### src/dmi_pkg.sv
// Widths and structs fixed for a 7-bit DMI space over a 9-bit AXI4-Lite byte address
`default_nettype none

package dmi_pkg;

   // ************************************************************
   // Widths
   // ************************************************************
   localparam int dmi_addr_w     = 7;
   localparam int dmi_data_w     = 32;
   localparam int uncore_sel_bit = 6;  // DMI address bit that picks the uncore
   localparam int axil_addr_w    = 9;  // DMI word address sits in bits 8:2

   typedef logic [dmi_addr_w-1:0] dmi_addr_t;
   typedef logic [dmi_data_w-1:0] dmi_data_t;

   // AXI response codes, only the two this bridge returns
   typedef enum logic [1:0] {
      resp_okay   = 2'b00,
      resp_slverr = 2'b10
   } axil_resp_e;

   typedef enum logic [1:0] {
      tgt_core   = 2'd0,
      tgt_uncore = 2'd1,
      tgt_none   = 2'd2   // Unmapped address
   } dmi_target_e;

   // ************************************************************
   // Pipeline payloads
   // ************************************************************
   typedef struct packed {
      logic      is_write;
      dmi_addr_t addr;
      dmi_data_t wdata;     // Zero on reads
   } dmi_req_t;

   typedef struct packed {
      dmi_req_t    req;
      dmi_target_e target;
   } dmi_dec_t;

   typedef struct packed {
      logic       is_write;
      dmi_data_t  rdata;    // Zero on writes and errors
      axil_resp_e resp;
   } dmi_rsp_t;

endpackage

`default_nettype wire
### src/dmi_bridge_top.sv
// Single clock; two items in flight at most, response two cycles after request acceptance
`timescale 1ns/1ps
`default_nettype none

module dmi_bridge_top #(
   parameter int core_regs = 16
) (
   input  logic                            clk,
   input  logic                            rst_n,
   input  logic                            dmi_uncore_enable,

   // AXI4-Lite slave
   input  logic                            awvalid,
   output logic                            awready,
   input  logic [dmi_pkg::axil_addr_w-1:0] awaddr,
   input  logic                            wvalid,
   output logic                            wready,
   input  dmi_pkg::dmi_data_t              wdata,
   output logic                            bvalid,
   input  logic                            bready,
   output dmi_pkg::axil_resp_e             bresp,
   input  logic                            arvalid,
   output logic                            arready,
   input  logic [dmi_pkg::axil_addr_w-1:0] araddr,
   output logic                            rvalid,
   input  logic                            rready,
   output dmi_pkg::dmi_data_t              rdata,
   output dmi_pkg::axil_resp_e             rresp,

   // Uncore port
   output logic                            dmi_uncore_en,
   output logic                            dmi_uncore_wr_en,
   output dmi_pkg::dmi_addr_t              dmi_uncore_addr,
   output dmi_pkg::dmi_data_t              dmi_uncore_wdata,
   input  dmi_pkg::dmi_data_t              dmi_uncore_rdata
);

   import dmi_pkg::*;

   logic     req_valid, req_ready;
   dmi_req_t req;
   logic     dec_valid, dec_ready;   // Decode to dec_stage
   dmi_dec_t dec;
   logic     ex_valid, ex_ready;     // dec_stage to execute
   dmi_dec_t ex_dec;
   logic     ex_rsp_valid, ex_rsp_ready;
   dmi_rsp_t ex_rsp;
   logic     res_valid, res_ready;   // rsp_stage to result
   dmi_rsp_t res_rsp;

   dmi_axil_port u_port (.*);

   dmi_decode #(.core_regs(core_regs)) u_decode (
      .clk(clk), .rst_n(rst_n), .uncore_enable(dmi_uncore_enable),
      .in_valid(req_valid), .in_ready(req_ready), .req(req),
      .out_valid(dec_valid), .out_ready(dec_ready), .dec(dec)
   );

   dmi_stage #(.payload_t(dmi_dec_t)) dec_stage (
      .clk(clk), .rst_n(rst_n),
      .in_valid(dec_valid), .in_ready(dec_ready), .in_data(dec),
      .out_valid(ex_valid), .out_ready(ex_ready), .out_data(ex_dec)
   );

   dmi_execute #(.core_regs(core_regs)) u_execute (
      .clk(clk), .rst_n(rst_n),
      .in_valid(ex_valid), .in_ready(ex_ready), .dec(ex_dec),
      .out_valid(ex_rsp_valid), .out_ready(ex_rsp_ready), .rsp(ex_rsp),
      .dmi_uncore_en(dmi_uncore_en), .dmi_uncore_wr_en(dmi_uncore_wr_en),
      .dmi_uncore_addr(dmi_uncore_addr), .dmi_uncore_wdata(dmi_uncore_wdata),
      .dmi_uncore_rdata(dmi_uncore_rdata)
   );

   dmi_stage #(.payload_t(dmi_rsp_t)) rsp_stage (
      .clk(clk), .rst_n(rst_n),
      .in_valid(ex_rsp_valid), .in_ready(ex_rsp_ready), .in_data(ex_rsp),
      .out_valid(res_valid), .out_ready(res_ready), .out_data(res_rsp)
   );

   dmi_result u_result (
      .in_valid(res_valid), .in_ready(res_ready), .rsp(res_rsp),
      .bvalid(bvalid), .bready(bready), .bresp(bresp),
      .rvalid(rvalid), .rready(rready), .rdata(rdata), .rresp(rresp)
   );

endmodule

`default_nettype wire

### src/dmi_result.sv
// Purely combinational; B or R only ever carries the oldest response, in request order
`timescale 1ns/1ps
`default_nettype none

module dmi_result (
   input  logic                in_valid,
   output logic                in_ready,
   input  dmi_pkg::dmi_rsp_t   rsp,

   // Write response
   output logic                bvalid,
   input  logic                bready,
   output dmi_pkg::axil_resp_e bresp,

   // Read response
   output logic                rvalid,
   input  logic                rready,
   output dmi_pkg::dmi_data_t  rdata,
   output dmi_pkg::axil_resp_e rresp
);

   // ************************************************************
   // Channel steering
   // ************************************************************
   assign bvalid = in_valid && rsp.is_write;
   assign rvalid = in_valid && !rsp.is_write;

   // Head blocks until its own channel takes it
   assign in_ready = rsp.is_write ? bready : rready;

   assign bresp = rsp.resp;
   assign rresp = rsp.resp;
   assign rdata = rsp.rdata;

   // No clock at this level, so checked on every evaluation
   always_comb begin
      a_one_channel : assert (!(bvalid && rvalid))
         else $error("B and R valid together");
   end

endmodule

`default_nettype wire

### src/dmi_execute.sv
// core_regs must be 2 to 128; uncore rdata is taken combinationally while the strobe is up
`timescale 1ns/1ps
`default_nettype none

module dmi_execute #(
   parameter int core_regs = 16
) (
   input  logic               clk,
   input  logic               rst_n,

   input  logic               in_valid,
   output logic               in_ready,
   input  dmi_pkg::dmi_dec_t  dec,

   output logic               out_valid,
   input  logic               out_ready,
   output dmi_pkg::dmi_rsp_t  rsp,

   // Uncore port
   output logic               dmi_uncore_en,
   output logic               dmi_uncore_wr_en,
   output dmi_pkg::dmi_addr_t dmi_uncore_addr,
   output dmi_pkg::dmi_data_t dmi_uncore_wdata,
   input  dmi_pkg::dmi_data_t dmi_uncore_rdata
);

   import dmi_pkg::*;

   localparam int idx_w = (core_regs > 1) ? $clog2(core_regs) : 1;

   dmi_data_t        regs [core_regs];   // Core debug register bank
   logic             fire;
   logic [idx_w-1:0] idx;

   assign fire      = in_valid && out_ready;   // Access happens on this edge
   assign in_ready  = out_ready;
   assign out_valid = in_valid;
   assign idx       = dec.req.addr[idx_w-1:0];

   // ************************************************************
   // Core register bank
   // ************************************************************
   always_ff @(posedge clk) begin
      if (!rst_n) begin
         regs <= '{default: '0};
      end else if (fire && dec.target == tgt_core && dec.req.is_write) begin
         regs[idx] <= dec.req.wdata;
      end
   end

   // ************************************************************
   // Uncore drive, one strobe per item
   // ************************************************************
   assign dmi_uncore_en    = fire && dec.target == tgt_uncore;
   assign dmi_uncore_wr_en = dmi_uncore_en && dec.req.is_write;
   assign dmi_uncore_addr  = dec.req.addr;
   assign dmi_uncore_wdata = dec.req.wdata;

   // Response
   always_comb begin
      rsp.is_write = dec.req.is_write;
      rsp.rdata    = '0;
      rsp.resp     = resp_okay;
      case (dec.target)
         tgt_core: begin
            if (!dec.req.is_write) rsp.rdata = regs[idx];
         end
         tgt_uncore: begin
            if (!dec.req.is_write) rsp.rdata = dmi_uncore_rdata;
         end
         default: rsp.resp = resp_slverr;   // Nothing touched
      endcase
   end

   a_wr_needs_en : assert property (@(posedge clk) disable iff (!rst_n)
      dmi_uncore_wr_en |-> dmi_uncore_en)
      else $error("uncore write strobe without enable");

endmodule

`default_nettype wire

### src/dmi_stage.sv
// One-entry register slice, full throughput, ready path is combinational from out_ready
`timescale 1ns/1ps
`default_nettype none

module dmi_stage #(
   parameter type payload_t = logic
) (
   input  logic     clk,
   input  logic     rst_n,

   input  logic     in_valid,
   output logic     in_ready,
   input  payload_t in_data,

   output logic     out_valid,
   input  logic     out_ready,
   output payload_t out_data
);

   // Take new data when empty or emptying this cycle
   assign in_ready = !out_valid || out_ready;

   always_ff @(posedge clk) begin
      if (!rst_n) begin
         out_valid <= 1'b0;
      end else if (in_ready) begin
         out_valid <= in_valid;
      end
   end

   always_ff @(posedge clk) begin
      if (in_valid && in_ready) begin
         out_data <= in_data;   // Payload only
      end
   end

   a_hold : assert property (@(posedge clk) disable iff (!rst_n)
      out_valid && !out_ready |=> out_valid && $stable(out_data))
      else $error("stage output changed while stalled");

endmodule

`default_nettype wire

### src/dmi_decode.sv
// Combinational target select; core_regs addresses above the uncore window need uncore off
`timescale 1ns/1ps
`default_nettype none

module dmi_decode #(
   parameter int core_regs = 16
) (
   input  logic              clk,
   input  logic              rst_n,
   input  logic              uncore_enable,

   input  logic              in_valid,
   output logic              in_ready,
   input  dmi_pkg::dmi_req_t req,

   output logic              out_valid,
   input  logic              out_ready,
   output dmi_pkg::dmi_dec_t dec
);

   import dmi_pkg::*;

   // Handshake passes straight through
   assign out_valid = in_valid;
   assign in_ready  = out_ready;

   always_comb begin
      dec.req = req;
      if (uncore_enable && req.addr[uncore_sel_bit]) begin
         dec.target = tgt_uncore;
      end else if (int'(req.addr) < core_regs) begin
         dec.target = tgt_core;
      end else begin
         dec.target = tgt_none;   // Answers with SLVERR later
      end
   end

   a_no_uncore_when_off : assert property (@(posedge clk) disable iff (!rst_n)
      out_valid && !uncore_enable |-> dec.target != tgt_uncore)
      else $error("uncore target while uncore disabled");

endmodule

`default_nettype wire

### src/dmi_axil_port.sv
// Reads win over writes; AW and W must be presented together, no WSTRB or PROT support
`timescale 1ns/1ps
`default_nettype none

module dmi_axil_port (
   input  logic                           clk,
   input  logic                           rst_n,

   // Write address and data
   input  logic                           awvalid,
   output logic                           awready,
   input  logic [dmi_pkg::axil_addr_w-1:0] awaddr,
   input  logic                           wvalid,
   output logic                           wready,
   input  dmi_pkg::dmi_data_t             wdata,

   // Read address
   input  logic                           arvalid,
   output logic                           arready,
   input  logic [dmi_pkg::axil_addr_w-1:0] araddr,

   // Request towards decode
   output logic                           req_valid,
   input  logic                           req_ready,
   output dmi_pkg::dmi_req_t              req
);

   import dmi_pkg::*;

   logic wr_lock;   // Write already offered and stalled
   logic sel_rd;
   logic sel_wr;

   // ************************************************************
   // Arbitration
   // ************************************************************
   // A stalled write keeps the slot, so a late read cannot swap
   // the payload under a valid that is already up
   assign sel_rd = arvalid && !wr_lock;
   assign sel_wr = wr_lock || (!arvalid && awvalid && wvalid);

   always_ff @(posedge clk) begin
      if (!rst_n) begin
         wr_lock <= 1'b0;
      end else begin
         wr_lock <= sel_wr && !req_ready;
      end
   end

   assign req_valid = sel_rd || sel_wr;

   // Ready only toward the channel that owns the slot
   assign arready = req_ready && sel_rd;
   assign awready = req_ready && sel_wr;
   assign wready  = req_ready && sel_wr;   // Same cycle as awready

   // ************************************************************
   // Request build
   // ************************************************************
   always_comb begin
      req.is_write = sel_wr;
      if (sel_wr) begin
         req.addr  = awaddr[axil_addr_w-1:2];
         req.wdata = wdata;
      end else begin
         req.addr  = araddr[axil_addr_w-1:2];
         req.wdata = '0;
      end
   end

   // Offered request stays put until decode takes it
   a_req_held : assert property (@(posedge clk) disable iff (!rst_n)
      req_valid && !req_ready |=> req_valid && $stable(req))
      else $error("request changed while stalled");

endmodule

`default_nettype wire

### config.mk
export PLATFORM = sky130hd
export DESIGN_NAME = dmi_bridge_top
export DESIGN_NICKNAME = d
export VERILOG_FILES = /design/src/dmi_pkg.sv /design/src/dmi_bridge_top.sv /design/src/dmi_result.sv /design/src/dmi_execute.sv /design/src/dmi_stage.sv /design/src/dmi_decode.sv /design/src/dmi_axil_port.sv
export SDC_FILE = /design/constraint.sdc
export NUM_CORES = 1
export LEC_CHECK = 0
export ABC_CLOCK_PERIOD_IN_PS = 4200
export BUFFER_PORTS_ARGS = -buffer_cell sky130_fd_sc_hd__clkbuf_2
export CELL_PAD_IN_SITES_DETAIL_PLACEMENT = 1
export CELL_PAD_IN_SITES_GLOBAL_PLACEMENT = 1
export CORE_UTILIZATION = 24
export DETAILED_ROUTE_END_ITERATION = 16
export HOLD_SLACK_MARGIN = 0.06
export PLACE_DENSITY = 0.46
export SYNTH_ARGS = -nofsm -noshare
export SYNTH_HDL_FRONTEND = slang
export SYNTH_SLANG_ARGS = --single-unit
### constraint.sdc
create_clock -name clk -period 4.2 [get_ports clk]
set_clock_uncertainty 0.05 [all_clocks]
set_input_delay 0.42 -clock clk [delete_from_list [all_inputs] [get_ports clk]]
set_output_delay 0.42 -clock clk [all_outputs]
set_load 0.05 [all_outputs]
==> impl_summary.md <==
Layout
The post-synthesis to final-layout area growth is 19.94%. The net total in the final layout is 2,740. The number of inserted filler cells in the final layout is 12,070.

In the final layout, the share of cells above drive strength 1 is 20.02%. After routing the design area is 0.03158 sq mm.

STA
The worst path needs 3550 ps of the cycle, external delays included. The worst-case headroom to the max-slew limit is 22.59%. The ratio of final minimum period to clock period is 84.53%. The slew at the pin closest to its max-slew limit is 1161 ps. Setup repair after global routing left no endpoint under its margin. The total negative setup slack is 0 ps. The maximum clock rate is 281.7 MHz. The number of hold violations in the final report is 0. The final max-slew violation count was 0. Setup violations remaining at the end of the flow were counted as 0.

Floorplan
The die covers 0.1110 sq mm. The number of top-level design ports is 172. The core outline area is 0.1089 sq mm. After floorplanning, the core was divided into 121 placement rows. The floorplan die height is 333.2 um. The die is 333.2 um wide.

Once the floorplan was initialized, standard cells occupied 24.19% of the core.

Global routing
Entering global routing, the biggest net connects 113 pins. Summed over all layers, the global routing overflow is 0. The first global-routing pass estimated 143.3 mm of wire. Global routing consumed, over all layers together, 17.47% of the routing resources. The initial antenna violation count was 1. The number of global-route vias before repair is 21,360.

Route
After detailed routing, the average wire length per cell comes to 23.46 um. Detailed routing inserted a total of 19,550 vias. The first detailed-routing pass ran for 5 iterations. Once detail routing completed, the nets flagged for antenna violations numbered 0. The final layout contains routed wiring with a total length of 96.69 mm. In the routed layout, each cell is associated on average with a via count of 4.743. In the routed design, unresolved DRC markers number 0. The number of violations reported at the end of detailed-routing iteration 0 is 915.

Placed design
The detailed placement HPWL is 60.24 mm. The count of buffers from port buffering is 165. The post-detailed-placement cell area is 0.02846 sq mm.

The routability congestion estimate is 0.7292.

Synth
Counting flops and latches in the post-synthesis netlist gives 591. In this run the biggest area consumer among cell types represents 39.15% of the synthesized area. The async set-reset flop share out of synthesis is 0%. The number of distinct library cells after synthesis is 38.

Of all cell types, the one taking the most synthesized area is dfxtp_1. The average footprint of a synthesized cell is 10.23 sq um. The primary flip-flop cell chosen by synthesis mapping is dfxtp_1. The synthesized netlist occupies a cell area of 0.02633 sq mm. The most frequently used cell type in the post-synthesis netlist is nand2_1. Synthesis handed over a netlist of 2,575 instances.

The number of warnings printed during yosys synthesis is 0. Yosys attributes the largest share of cell area to dfxtp_1 39%, nand2_1 12%, mux4_2 11%. The number of enable flip-flop cells after synthesis is 76.

The share of the yosys chip area belonging to registers is 47.82%. The commonest cells after synthesis are 833 x nand2_1, 515 x dfxtp_1, 238 x a21boi_0.

Clock network
The clock input transition at the sequential cells of the worst setup and hold paths is 60 ps. The clock passes through at most 3 buffers. The number of gates given a new drive strength after cts is 0. In this run the post-CTS setup repair buffer count came out at 0. Hold repair after CTS inserted 71 buffers. The root buffer cell chosen for the clock tree is clkbuf_16. The number of sinks on the clock net is 591. The CTS tree is yes. TritonCTS created 72 clock buffers. The total number of H-tree levels is 3. The clock reaches the later pin of the worst-skew pair after 620 ps.

Setup path
The slowest library cell on the worst path is mux2_2. The startpoint identified for the worst register-to-register timing path is rsp_stage.out_data[34]. The worst setup path is launched from a register.

The data arrival time of the worst path is 3080 ps. The category of the most critical setup path is reg2out. The worst setup path is captured at an output port. Walking the worst path, the cells encountered are mux2_2, o21a_4, and3b_1, and2_1, clkbuf_2. Counting both buffers and inverters, the worst setup path holds a total of 1.

The maximum fanout along the worst path is 26. On the worst path, the slowest cell contributes a delay of 730 ps. The reg2reg setup slack is 1030 ps.

The endpoint identified for the worst register-to-register timing path is u_execute.regs[230]. The required time of the worst setup path is 3730 ps. The worst register-to-register path has a depth of 5.

The largest delay contributor family on the critical path is multiplexers.

Hold path
The worst min-delay path category is in2reg. The hold path depth is 2. In this run the most critical hold path is launched from wdata[14]. The worst hold path terminates at dec_stage.out_data[16].

Power and ir drop
The power density relative to cell area is 417.2 mW/mm^2. The peak supply drop is 0.0002267 V. The analysis attributes to cell leakage a power of 12.18 nW.

Flow run
Max-cap violations in this run came to 0.

Status
The run finished with clean final reports.
logic make-up after synthesis:
group	after synthesis	share of synthesized area, %
AOI/OAI and AO/OA	377	11.37
and+or+nand+nor	898	13.58
muxes	391	21.12
other	1	0.01424
buffers and inverters	317	6.096
DFF	591	47.82
flip-flops by register name, indices dropped and copies added, names as in the netlist:
register,flops
u_port.wr_lock,1
dec_stage.out_valid,1
rsp_stage.out_data,34
u_execute.regs,512
dec_stage.out_data,42
rsp_stage.out_valid,1
layer usage:
layer	wire length [um]	GRT usage (%)	part of all wire, %
met1	42770	22.01	44
met2	48000	30.43	50
met3	3281	2.663	3.4
met4	2641	5.461	2.7
met5	0	0	0
worst max path at each step:
stage	startpoint	end	slack [ps]	cells past startpoint
after CTS	rsp_stage.out_data[34]	dmi_uncore_wr_en	550	5
after detailed placement	rsp_stage.out_data[34]	u_execute.regs[230]	960	5
after global placement	rready	u_execute.regs[235]	1040	6
after global routing	rsp_stage.out_data[34]	dmi_uncore_wr_en	490	5
after floorplan	rsp_stage.out_data[34]	dec_stage.out_data[0]	480	4
final	rsp_stage.out_data[34]	dmi_uncore_wr_en	650	5
placed cells by master (no fill, tap or decap), types with 7 or more instances in the layout:
master / n
a21boi_0: 238
a21boi_1: 51
a221o_1: 32
a22o_1: 32
buf_12: 19
buf_4: 55
clkbuf_1: 22
clkbuf_16: 79
clkbuf_2: 164
clkbuf_8: 18
dfxtp_1: 515
dlygate4sd3_1: 71
edfxtp_1: 76
inv_1: 7
mux2_2: 37
mux2i_1: 226
mux4_2: 128
nand2_1: 833
nand3_4: 7
nor2b_1: 32
o2111ai_4: 9
layout make-up:
class | count | area, sq um | area share (%)
antenna | 1 | 2.502 | 0.007924
clock buffer | 119 | 2307 | 7.306
clock inverter | 12 | 98.84 | 0.3130
inverter | 7 | 26.28 | 0.08320
multi-input combinational | 1668 | 12450 | 39.41
sequential | 591 | 12590 | 39.87
tap | 1414 | 1769 | 5.602
timing repair buffer | 310 | 2340 | 7.409
power breakdown:
group	switching [mW]	internal, mW	total, mW
clock network	2.54	3.80	6.35
logic	0.615	0.306	0.921
registers	0.120	5.79	5.91
through the flow:
stage / total power [mW] / setup slack (ps) / util (%) / instances / hold WS [ps]
final: 13.18 / 649.6 / 29.01 / 4122 / 99.22
after global routing: 13.69 / 492.8 / 29.01 / 4121 / 68.32
after CTS: 13.41 / 546.5 / 29.01 / 4121 / 60.58
after detailed placement: 6.921 / 963.6 / 26.15 / 3919 / 393.8
after global placement: 6.911 / 1041 / 26.15 / 3919 / 383.6
after floorplan: 6.621 / 477.4 / - / 2576 / 377.6
No activity file was read; power rests on OpenSTA's default activity.
